### src/rtl/sifhCtrlPkg.sv
package sifhCtrlPkg;

    // measurement sequence
    typedef enum logic [2:0] {
        CLEAR,        // zero every bin
        COARSE,       // first frame, top bits
        COARSE_PEAK,  // scan for the coarse maximum
        WINDOW,       // latch coarse bin as filter
        FINE_CLEAR,   // zero again for pass two
        FINE,         // second frame, windowed
        FINE_PEAK,    // scan for the fine maximum
        RESULT        // result handshake
    } seqState;

    // which timestamp slice addresses the bin
    typedef enum logic {
        COARSE_PASS,  // tdc[NP-1 -: NB]
        FINE_PASS     // tdc[NP-NB-1 -: NB]
    } passKind;

endpackage

### src/rtl/sifhTypesPkg.sv
package sifhTypesPkg;

    // default data widths of the peak finder
    // the top level picks them up as NP, NB and CW and passes them down

    // raw timestamp from the TDC
    typedef logic [11:0] tdcCode;

    // bin index and RAM address
    // coarse pass uses the top bits of tdcCode, fine pass the bits below
    typedef logic [4:0] binAddr;   // 32 bins per histogram

    // hit count of one bin
    typedef logic [7:0] binCount;  // holds at all ones

    // result code
    // coarse bin in the upper half, fine bin in the lower half
    typedef logic [2*$bits(binAddr)-1:0] peakCode;

endpackage
### src/rtl/sifhTop.sv
`timescale 1ns/1ps

module sifhTop #(
    parameter int NP    = $bits(sifhTypesPkg::tdcCode),
    parameter int NB    = $bits(sifhTypesPkg::binAddr),
    parameter int CW    = $bits(sifhTypesPkg::binCount),
    parameter int SHOTS = 64  // timestamps per frame
) (
    input  logic           clk,
    input  logic           res,
    input  logic           tdcReq,
    input  logic [NP-1:0]  tdc,
    output logic           tdcAck,
    output logic           dataWanted,
    output logic           resReq,
    input  logic           resAck,
    output logic [2*NB-1:0] peak,       // coarse bin : fine bin
    output logic [CW-1:0]  peakCount
);

    import sifhCtrlPkg::*;

    passKind       pass;
    logic [NB-1:0] window;
    logic          buildGo, buildDone;
    logic          scanGo, scanDone;
    logic [NB-1:0] maxBin;
    logic [CW-1:0] maxCount;
    // builder side of the RAM
    logic [NB-1:0] buildRaddr, buildWaddr;
    logic [CW-1:0] buildWdata;
    logic          buildWe;
    // peak finder read address
    logic [NB-1:0] scanRaddr;
    // RAM ports after the muxes
    logic          ramWe, ramSel;
    logic [NB-1:0] ramWaddr, ramRaddr;
    logic [CW-1:0] ramWdata, ramRdata;

    assign ramRaddr = ramSel ? scanRaddr : buildRaddr;  // read port mux

    sifhSequencer #(.NB(NB), .CW(CW)) sequencer_i (
        .clk(clk), .res(res), .dataWanted(dataWanted),
        .buildGo(buildGo), .pass(pass), .window(window), .buildDone(buildDone),
        .scanGo(scanGo), .scanDone(scanDone), .maxBin(maxBin), .maxCount(maxCount),
        .builderWe(buildWe), .builderWaddr(buildWaddr), .builderWdata(buildWdata),
        .ramWe(ramWe), .ramWaddr(ramWaddr), .ramWdata(ramWdata), .ramSel(ramSel),
        .resReq(resReq), .resAck(resAck), .peak(peak), .peakCount(peakCount)
    );

    histogramBuilder #(.NP(NP), .NB(NB), .CW(CW), .SHOTS(SHOTS)) builder_i (
        .clk(clk), .res(res), .buildGo(buildGo), .pass(pass), .window(window),
        .tdcReq(tdcReq), .tdc(tdc), .tdcAck(tdcAck),
        .ramRaddr(buildRaddr), .ramRdata(ramRdata),
        .ramWe(buildWe), .ramWaddr(buildWaddr), .ramWdata(buildWdata),
        .buildDone(buildDone)
    );

    peakFinder #(.NB(NB), .CW(CW)) finder_i (
        .clk(clk), .res(res), .scanGo(scanGo),
        .ramRaddr(scanRaddr), .ramRdata(ramRdata),
        .maxBin(maxBin), .maxCount(maxCount), .scanDone(scanDone)
    );

    histRam #(.NB(NB), .CW(CW)) ram_i (
        .clk(clk), .we(ramWe), .waddr(ramWaddr), .wdata(ramWdata),
        .raddr(ramRaddr), .rdata(ramRdata)
    );

endmodule

### src/rtl/sifhSequencer.sv
`timescale 1ns/1ps

module sifhSequencer #(
    parameter int NB = $bits(sifhTypesPkg::binAddr),
    parameter int CW = $bits(sifhTypesPkg::binCount)
) (
    input  logic                 clk,
    input  logic                 res,
    output logic                 dataWanted,   // to the TDC source
    output logic                 buildGo,
    output sifhCtrlPkg::passKind pass,
    output logic [NB-1:0]        window,
    input  logic                 buildDone,
    output logic                 scanGo,
    input  logic                 scanDone,
    input  logic [NB-1:0]        maxBin,
    input  logic [CW-1:0]        maxCount,
    input  logic                 builderWe,
    input  logic [NB-1:0]        builderWaddr,
    input  logic [CW-1:0]        builderWdata,
    output logic                 ramWe,
    output logic [NB-1:0]        ramWaddr,
    output logic [CW-1:0]        ramWdata,
    output logic                 ramSel,       // 1 -> peak finder owns the read port
    output logic                 resReq,
    input  logic                 resAck,
    output logic [2*NB-1:0]      peak,
    output logic [CW-1:0]        peakCount
);

    import sifhCtrlPkg::*;

    seqState       state;
    seqState       nextState;
    logic [NB-1:0] clrAddr;     // clear write pointer
    logic          outOfReset;  // keeps the RAM untouched while res is low
    logic          clearing;
    logic          clrLast;
    logic          fineFound;

    assign clearing  = outOfReset && (state == CLEAR || state == FINE_CLEAR);
    assign clrLast   = clearing && (clrAddr == '1);
    assign fineFound = (state == FINE_PEAK) && scanDone;

    always_comb begin
        nextState = state;
        case (state)
            CLEAR:       if (clrLast) nextState = COARSE;
            COARSE:      if (buildDone) nextState = COARSE_PEAK;
            COARSE_PEAK: if (scanDone) nextState = WINDOW;
            WINDOW:      nextState = FINE_CLEAR;  // single cycle
            FINE_CLEAR:  if (clrLast) nextState = FINE;
            FINE:        if (buildDone) nextState = FINE_PEAK;
            FINE_PEAK:   if (scanDone) nextState = RESULT;
            // leave once both req and ack are back low
            RESULT:      if (!resReq && !resAck) nextState = CLEAR;
            default:     nextState = CLEAR;
        endcase
    end

    always_ff @(posedge clk or negedge res) begin
        if (!res) begin
            state      <= CLEAR;
            clrAddr    <= '0;
            window     <= '0;
            resReq     <= 1'b0;
            outOfReset <= 1'b0;
        end else begin
            state      <= nextState;
            outOfReset <= 1'b1;
            if (clearing) clrAddr <= clrAddr + 1'b1;  // wraps to 0 after last bin
            if (state == WINDOW) window <= maxBin;    // coarse peak as filter
            if (fineFound) begin
                resReq <= 1'b1;
            end else if (state == RESULT && resAck) begin
                resReq <= 1'b0;
            end
        end
    end

    // result payload, held for the whole handshake
    always_ff @(posedge clk) begin
        if (fineFound) begin
            peak      <= {window, maxBin};
            peakCount <= maxCount;
        end
    end

    assign dataWanted = (state == COARSE) || (state == FINE);
    assign buildGo    = (state == COARSE) || (state == FINE);
    assign pass       = (state == FINE) ? FINE_PASS : COARSE_PASS;
    assign scanGo     = (state == COARSE_PEAK) || (state == FINE_PEAK);
    assign ramSel     = scanGo;

    // write port mux, clear counter or builder
    assign ramWe    = clearing ? 1'b1 : builderWe;
    assign ramWaddr = clearing ? clrAddr : builderWaddr;
    assign ramWdata = clearing ? '0 : builderWdata;

endmodule

### src/rtl/peakFinder.sv
`timescale 1ns/1ps

module peakFinder #(
    parameter int NB = $bits(sifhTypesPkg::binAddr),
    parameter int CW = $bits(sifhTypesPkg::binCount)
) (
    input  logic          clk,
    input  logic          res,
    input  logic          scanGo,     // level, held until scanDone
    output logic [NB-1:0] ramRaddr,
    input  logic [CW-1:0] ramRdata,
    output logic [NB-1:0] maxBin,     // first bin with the highest count
    output logic [CW-1:0] maxCount,
    output logic          scanDone    // one cycle pulse, results valid
);

    logic [NB-1:0] rdAddr;    // address on the read port
    logic [NB-1:0] cmpAddr;   // address of the data now on ramRdata
    logic          rdValid;
    logic          cmpValid;
    logic          finished;  // blocks a rescan while scanGo stays high
    logic          start;

    assign start    = scanGo && !finished && !rdValid && !cmpValid;
    assign ramRaddr = rdAddr;

    // scan control
    always_ff @(posedge clk or negedge res) begin
        if (!res) begin
            rdValid  <= 1'b0;
            cmpValid <= 1'b0;
            finished <= 1'b0;
            scanDone <= 1'b0;
        end else begin
            scanDone <= 1'b0;
            cmpValid <= rdValid;  // read latency of one cycle
            if (!scanGo) finished <= 1'b0;
            if (start) begin
                rdValid <= 1'b1;
            end else if (rdValid && rdAddr == '1) begin
                rdValid <= 1'b0;  // last bin issued
            end
            // last compare in flight
            if (cmpValid && !rdValid) begin
                scanDone <= 1'b1;
                finished <= 1'b1;
            end
        end
    end

    // address walk and running maximum
    always_ff @(posedge clk) begin
        if (start) begin
            rdAddr   <= '0;
            maxBin   <= '0;
            maxCount <= '0;
        end else if (rdValid) begin
            rdAddr <= rdAddr + 1'b1;
        end
        if (rdValid) cmpAddr <= rdAddr;
        // strictly greater so a tie keeps the lower bin
        if (cmpValid && ramRdata > maxCount) begin
            maxCount <= ramRdata;
            maxBin   <= cmpAddr;
        end
    end

endmodule

### src/rtl/histogramBuilder.sv
`timescale 1ns/1ps

module histogramBuilder #(
    parameter int NP    = $bits(sifhTypesPkg::tdcCode),
    parameter int NB    = $bits(sifhTypesPkg::binAddr),
    parameter int CW    = $bits(sifhTypesPkg::binCount),
    parameter int SHOTS = 64
) (
    input  logic                 clk,
    input  logic                 res,
    input  logic                 buildGo,    // level, held during a pass
    input  sifhCtrlPkg::passKind pass,
    input  logic [NB-1:0]        window,     // coarse bin for the fine pass
    input  logic                 tdcReq,
    input  logic [NP-1:0]        tdc,
    output logic                 tdcAck,
    output logic [NB-1:0]        ramRaddr,
    input  logic [CW-1:0]        ramRdata,
    output logic                 ramWe,
    output logic [NB-1:0]        ramWaddr,
    output logic [CW-1:0]        ramWdata,
    output logic                 buildDone   // one cycle after the last handshake
);

    import sifhCtrlPkg::*;

    localparam int SW = $clog2(SHOTS + 1);

    typedef enum logic [1:0] {
        B_IDLE,  // wait for tdcReq
        B_ADDR,  // bin address on the read port
        B_READ,  // count arrives, write back
        B_ACK    // ack high until tdcReq drops
    } buildState;

    buildState     state;
    logic [SW-1:0] shotCnt;    // handshakes done in this pass
    logic [NB-1:0] binReg;     // bin of the timestamp in flight
    logic          hitReg;     // timestamp inside the window
    logic [NB-1:0] coarseBits;
    logic [NB-1:0] fineBits;
    logic          accept;

    assign coarseBits = tdc[NP-1 -: NB];
    assign fineBits   = tdc[NP-NB-1 -: NB];

    // stop taking timestamps once the frame is complete
    assign accept = buildGo && tdcReq && (shotCnt != SW'(SHOTS));

    // handshake and shot counting
    always_ff @(posedge clk or negedge res) begin
        if (!res) begin
            state     <= B_IDLE;
            tdcAck    <= 1'b0;
            shotCnt   <= '0;
            buildDone <= 1'b0;
        end else begin
            buildDone <= 1'b0;
            case (state)
                B_IDLE: begin
                    if (accept) state <= B_ADDR;
                    if (!buildGo) shotCnt <= '0;  // pass over, rearm
                end
                B_ADDR: state <= B_READ;
                B_READ: begin
                    state  <= B_ACK;
                    tdcAck <= 1'b1;  // increment written on this edge
                end
                B_ACK: begin
                    if (!tdcReq) begin
                        state   <= B_IDLE;
                        tdcAck  <= 1'b0;
                        shotCnt <= shotCnt + 1'b1;
                        if (shotCnt == SW'(SHOTS - 1)) buildDone <= 1'b1;
                    end
                end
                default: state <= B_IDLE;
            endcase
        end
    end

    // capture bin while idle, tdc is stable under tdcReq
    always_ff @(posedge clk) begin
        if (state == B_IDLE) begin
            if (pass == FINE_PASS) begin
                binReg <= fineBits;
                hitReg <= (coarseBits == window);  // outside window, ack only
            end else begin
                binReg <= coarseBits;
                hitReg <= 1'b1;
            end
        end
    end

    assign ramRaddr = binReg;
    assign ramWaddr = binReg;
    assign ramWe    = (state == B_READ) && hitReg;
    // saturate at all ones
    assign ramWdata = (&ramRdata) ? ramRdata : ramRdata + 1'b1;

endmodule

### src/rtl/histRam.sv
`timescale 1ns/1ps

module histRam #(
    parameter int NB = $bits(sifhTypesPkg::binAddr),
    parameter int CW = $bits(sifhTypesPkg::binCount)
) (
    input  logic          clk,
    input  logic          we,     // write strobe
    input  logic [NB-1:0] waddr,
    input  logic [CW-1:0] wdata,
    input  logic [NB-1:0] raddr,
    output logic [CW-1:0] rdata   // valid one cycle after raddr
);

    // one count per bin
    logic [CW-1:0] mem [2**NB];

    // write port
    always_ff @(posedge clk) begin
        if (we) begin
            mem[waddr] <= wdata;
        end
    end

    // registered read
    // same-address read during a write sees the old count
    always_ff @(posedge clk) begin
        rdata <= mem[raddr];
    end

endmodule

### config.mk
export PLATFORM = sky130hd
export DESIGN_NAME = sifhTop
export DESIGN_NICKNAME = d
export VERILOG_FILES = /design/src/rtl/sifhCtrlPkg.sv /design/src/rtl/sifhTypesPkg.sv /design/src/rtl/sifhTop.sv /design/src/rtl/sifhSequencer.sv /design/src/rtl/peakFinder.sv /design/src/rtl/histogramBuilder.sv /design/src/rtl/histRam.sv
export SDC_FILE = /design/constraint.sdc
export NUM_CORES = 1
export LEC_CHECK = 0
export ABC_AREA = 1
export BUFFER_PORTS_ARGS = -buffer_cell sky130_fd_sc_hd__buf_4
export CAP_MARGIN = 10
export CORE_ASPECT_RATIO = 1.25
export CORE_MARGIN = 10
export CORE_UTILIZATION = 55
export CTS_CLUSTER_DIAMETER = 30
export DETAILED_ROUTE_END_ITERATION = 8
export PLACE_DENSITY_LB_ADDON = 0.1
export SYNTH_ARGS = -nofsm -noshare
export SYNTH_HDL_FRONTEND = slang
export SYNTH_SLANG_ARGS = --single-unit
### constraint.sdc
create_clock -name clk -period 2.9 [get_ports clk]
set_input_delay 0.29 -clock clk [delete_from_list [all_inputs] [get_ports clk]]
set_output_delay 0.29 -clock clk [all_outputs]
set_load 0.1 [all_outputs]
## Word-level counts from Yosys, hierarchy flattened

Memories as Yosys holds them, arrays and structs flattened. A register that Yosys moved wholly into a read port is not among the register bits.
Cells that the tools add are included.

| operators by class | value |
|---|---|
| add/subtract/negate cells | 4 |
| $lt $le $gt $ge | 1 |
| eq/ne operators | 26 |
| multiplexer cells | 39 |
| reductions and logical operators | 34 |

Operator list:

| operator | count |
|---|---|
| $mux W8 | 4 |
| $mux W5 | 5 |
| $pmux W3 S8 | 1 |
| $mux W3 | 7 |
| $ne A2 B1 Y1 const B | 8 |
| $mux W1 | 15 |
| $logic_and A1 B1 Y1 | 14 |
| $mux W7 | 2 |
| $pmux W7 S2 | 1 |
| $eq A3 B3 Y1 const B | 4 |
| $add A5 B1 Y5 const B | 2 |
| $eq A5 B5 Y1 const B | 2 |
| $reduce_bool A2 Y1 | 5 |
| $add A8 B1 Y8 const B | 1 |
| $gt A8 B8 Y1 | 1 |
| $pmux W2 S4 | 1 |
| $reduce_and A8 Y1 | 1 |
| $add A7 B1 Y7 const B | 1 |
| $eq A7 B6 Y1 const B | 1 |
| $ne A7 B7 Y1 const B | 1 |
| $reduce_and A7 Y1 | 1 |
| $eq A3 B2 Y1 const B | 2 |
| $ne A2 B2 Y1 const B | 3 |
| $eq A5 B5 Y1 | 1 |
| 11 further kinds | 20 |

| word-level totals | value |
|---|---|
| flip-flop bits (word level) | 77 |
| memory bits (writable) | 256 |
| input bits | 16 |
| output and inout bits | 21 |
| memories | 1 |

Memories:

| memory | depth | width | rd ports | clocked after memory_dff | write ports | RTL line | RTL |
|---|---|---|---|---|---|---|---|
| ram_i.mem | 32 | 8 | 1 | 1 | 1 | histRam.sv:16 | `logic [CW-1:0] mem [2**NB];` |

## Depth between registers and ports, before layout

| logic depth | value |
|---|---|
| depth in word-level cells | 7 |
| depth in mapped cells | 14 |

## Modules after synthesis

A second synthesis with hierarchy kept.

| unflattened totals | value |
|---|---|
| cell total of the unflattened synthesis | 1,345 |
| area total of the unflattened synthesis | 14,745.4 um2 |

Modules (own cells, without submodules):

| module | instances | cells each | area each (um2) | sequential area each (um2) |
|---|---|---|---|---|
| histRam | 1 | 922 | 10,786.6 | 7,847.5 |
| sifhSequencer | 1 | 129 | 1,396.3 | 915.9 |
| peakFinder | 1 | 129 | 1,283.7 | 740.7 |
| histogramBuilder | 1 | 149 | 1,218.7 | 455.4 |
| sifhTop | 1 | 16 | 60.1 | 0.0 |

## Worst setup path before layout

No wires, ideal clock.

| timing path | value |
|---|---|
| path kind | flip-flop to flip-flop |
| from | reg sequencer_i.state[0] |
| to | mem ram_i.mem[0][7] in the netlist's numbering, data pin |
| library setup time | 467 ps |
| arrival time | 2,449 ps |
| slack | -16 ps |
| stages on the path, launching flop included | 6 |
| clock period less this slack | 2,916 ps |
| cell sequence | dfrtp_1 > inv_1 > ha_1 > nand2_1 > clkinv_1 > a211oi_1 |

| on the way | value |
|---|---|
| cells in the longest elaborated chain, start to end | 4 |

Ends and longest elaborated chain:

| item | RTL line | RTL |
|---|---|---|
| from (decl) | sifhSequencer.sv:33 | `seqState state;` |
| from (signal assigned) | sifhSequencer.sv:69 | `state <= nextState;` |
| $eq A3 B3 Y1 / $logic_not A3 Y1 (equally long branches) | sifhSequencer.sv:41 | `assign clearing = outOfReset && (state == CLEAR \|\| state == FINE_CLEAR);` |
| $logic_or A1 B1 Y1 * | sifhSequencer.sv:41 |  |
| $logic_and A1 B1 Y1 * | sifhSequencer.sv:41 |  |
| $mux W8 * | sifhSequencer.sv:98 | `assign ramWdata = clearing ? '0 : builderWdata;` |
| via ramWdata[7] | sifhTop.sv:38 | `logic [CW-1:0] ramWdata, ramRdata;` |
| to (decl) | histRam.sv:16 |  |

Mark *: on every way through the listed nets, which the timed path passes. The rest lies on a longest branch.

## Worst setup path after layout

| timing path | value |
|---|---|
| from | reg sequencer_i.state[0] |
| to | reg ram_i.rdata[4], read port of ram_i.mem |

| on the way | value |
|---|---|
| cells in the longest elaborated chain, start to end | 3 |

Ends and longest elaborated chain:

| item | RTL line | RTL |
|---|---|---|
| $eq A3 B2 Y1 / $eq A3 B3 Y1 (equally long branches) | sifhSequencer.sv:92 | `assign scanGo = (state == COARSE_PEAK) \|\| (state == FINE_PEAK);` |
| $logic_or A1 B1 Y1 * | sifhSequencer.sv:92 |  |
| $mux W5 * | sifhTop.sv:40 | `assign ramRaddr = ramSel ? scanRaddr : buildRaddr;` |
| to (decl) | histRam.sv:12 | `output logic [CW-1:0] rdata` |

Mark *: on every way between the ends. The rest lies on a longest branch, timed or not.
A chain may end at the register's enable or synchronous reset.

==> run metrics <==
Core Area=27600 um2; Die H=206 um; setup TNS=0 ns; Max-Slew Margin vs Limit=26.3%; CP cell instances=inv_1, ha_1, inv_2, nand2_2, nand2_1, buf_12, nand2_1, nand3_1, nand3_1, nand3_1, nand2_1, nand2_1, nand2_1; worst path bufs/invs=3; first-pass GRT wire length=56800 um; Area Growth Syn to Fin=19.5%; Yosys cell types=35; clock slew at reported path FFs=0.06 ns; CTS root buffer=clkbuf_16; Ports=37; asr flop ratio synth=8.80%; vias in the first global route=10600; vias per inst=5.32; peak supply drop=1.04 mV; Hold Crit Class=input port to flop; Fmax=370 MHz; Critical Path Stages=13; outcome=finished clean; fin cells=1995; First-pass DRT Iterations=6; worst slew pin tran=1.10 ns; Worst Setup Start Kind=flop; leakage power=7.93 nW; clock group share of total power=28.5%; Synth warnings=0; Setup CP Type=flop to flop; Port Buf Inserts=34; total chip power=22.0 mW; worst-path fanout max=20; crit share post-route=93.3%; Final Core Density=66.3%; top cell type's share of synthesized area=58.5%; Cell Pwr Density=1210 nW/um2; switch share=39.7%; Tmin final=2.71 ns; Worst path top cell family by delay=simple AND/OR/NAND/NOR gates; Hold Path Cell Cnt=3; GRT Overall Usage=20.6%; Detail Placement HPWL=21600 um; Yosys reg bits=341; Mapped Nets=1544; max cap viols=0; Antenna Diode Count=0; Routed wire per std cell=18.0 um; cell mode on critical path=nand2_1; Final Hold Vio Count=0; Psw=8.75 mW; initial antenna violation count=0; CTS tree=yes; Syn Inst Count=1505; depth of the worst register-to-register path=13; Clock Latency Late Sink=0.56 ns; part of the power in registers=33.4%; DRT antenna net count=0; register area share after synthesis=65.1%; placed cells=1900; Logic pwr share=38.0%; Residual DRC=0; clk buf depth=3; Synth Flop Type=edfxtp_1; Post-Syn Area=15300 um2; Post-synth top cells=298 x edfxtp_1, 298 x nand3_1, 295 x inv_1, 288 x nand2_1, 72 x nor2_1; area leader, netlist=edfxtp_1; Post-CTS Setup Inserts=0; initial core utilization=55.5%; nets=1643; Final Skew=0.0164 ns; final setup margin=0.194 ns; most area-consuming cells after synthesis=edfxtp_1 58%, nand3_1 9.7%, inv_1 7.2%; CTS H-tree lvls=2; Remaining Overflow, GRT=0; # rows=68; Critical Path RT=3.39 ns; syn avg cell area=10.2 um2; # fillers=2122; die width=169 um; fin. max-slew vios=0; Inserted Clock Buffers=49; unrepaired setup endpoints after global routing=false; share of post-route cells with drive strength above 1=13.1%; Post-synth EDFFs=298; post-place setup slack=0.262 ns; CP max-delay cell=ha_1; CP arrival=3.19 ns; Final Wtd Congestion=0.826; crit-path max cell delay=0.53 ns; endpoints failing setup=0; Sink Count=341; DR vias=10600; DRT iter0 DRCs=704; DRT Wirelength=35800 um; crit path capture type=flop; pin count of the biggest net entering global routing=81; Pint=13.3 mW; DIE AREA=34900 um2
power by group through the flow:
stage | combinational, mW | clock (mW) | sequential [mW]
CTS | 8.40 | 6.38 | 7.36
detailed placement | 8.33 | 0 | 7.45
floorplan | 5.07 | 0 | 7.47
finish | 8.38 | 6.29 | 7.36
global placement | 8.16 | 0 | 7.43
global route | 9.26 | 6.60 | 7.44
sequential cells by signal (all words and copies together) (netlist names), 2 cells and up:
register               flops
ram_i.mem                256
sequencer_i.peak          10
finder_i.maxCount          8
ram_i.rdata                8
sequencer_i.peakCount      8
builder_i.shotCnt          7
builder_i.ramRaddr         5
finder_i.cmpAddr           5
finder_i.maxBin            5
finder_i.ramRaddr          5
sequencer_i.clrAddr        5
sequencer_i.window         5
sequencer_i.state          3
builder_i.state            2
cell usage in the layout (no fill, tap or decap), types with 2 or more instances in the layout:
cell type,count
clkinv_1,4
xor2_1,5
nor3_1,15
nand3_1,298
nand2_2,4
mux2_2,3
dfrtp_1,30
clkinv_4,6
ha_1,23
nand3b_1,32
dlygate4sd3_1,3
clkinvlp_4,8
o21ai_0,27
a21oi_1,11
dfxtp_1,13
nor4_1,3
clkbuf_16,51
buf_12,10
clkinv_8,5
nand2_1,286
inv_6,10
a211oi_4,2
a21oi_4,3
inv_2,3
a31oi_1,3
o21ai_4,2
bufinv_16,7
nand4_1,2
xnor2_1,2
edfxtp_1,298
inv_1,295
nor2_1,72
buf_4,93
o21ai_2,2
area by class of cell:
class	instances	area, um2	share of cell area (%)
clock buffer	51	1280	6.98
multi-input combinational	807	4040	22.1
sequential	341	9960	54.5
clock inverter	41	519	2.84
tap	350	438	2.40
inverter	299	1120	6.14
timing repair buffer	106	928	5.08
cells by family (layout without fill, tap and decap cells):
kind of cell	Yosys count	in the layout	share of synthesized area, %
other	1	1	0.0245
AND/OR/NAND/NOR	716	716	21.1
multiplexers	3	3	0.221
AO/OA/AOI/OAI	57	57	2.11
adder cells (fa/ha/maj)	23	23	1.88
flip-flops	341	341	65.1
buffers and inverters	357	497	9.18
XOR/XNOR	7	7	0.401
repair_timing:
action,CTS,global route
hold endpoints to repair,32,0
resized for setup,0,0
hold buffers,3,0
routing by layer:
| layer | routed length (um) | track usage (%) |
|---|---|---|
| met5 | 0 | 0 |
| met4 | 1120 | 8.18 |
| met3 | 2190 | 3.10 |
| met2 | 18200 | 36.2 |
| met1 | 14300 | 25.1 |
tightest hold or removal path: stages:
cell,delay [ns]
buf_4,0.08
nand2_1,0.04
o21ai_0,0.06
path summary, 6_finish.rpt:
| path | startpoint | to | slack, ns |
|---|---|---|---|
| worst min register to register | finder_i.maxCount[5]$_SDFFCE_PN0P_ | sequencer_i.peakCount[5]$_DFFE_PP_ | 0.45 |
| worst max-delay path | sequencer_i.state[0]$_DFFE_PN0P_ | ram_i.rdata[4]$_DFF_P_ | 0.19 |
| max in group asynchronous | res | builder_i.shotCnt[4]$_DFFE_PN0P_ | 2.36 |
| worst min-delay path | tdc[6] | builder_i.ramRaddr[4]$_DFFE_PP_ | 0.03 |
| min in group asynchronous | res | finder_i.rdValid$_DFFE_PN0P_ | 0.22 |
| worst max register to register | sequencer_i.state[0]$_DFFE_PN0P_ | ram_i.rdata[4]$_DFF_P_ | 0.19 |
through the flow:
step | hold slack, ns | cell area (um2)
3_5_place_dp | 0.246 | 16500
5_1_grt | 0.0274 | 18300
4_1_cts | 0.00526 | 18300
2_1_floorplan | -0.00559 | 15300
6_report | 0.0268 | 18300
3_3_place_gp | 0.246 | 16500
Power figures use the tool's default switching activity.
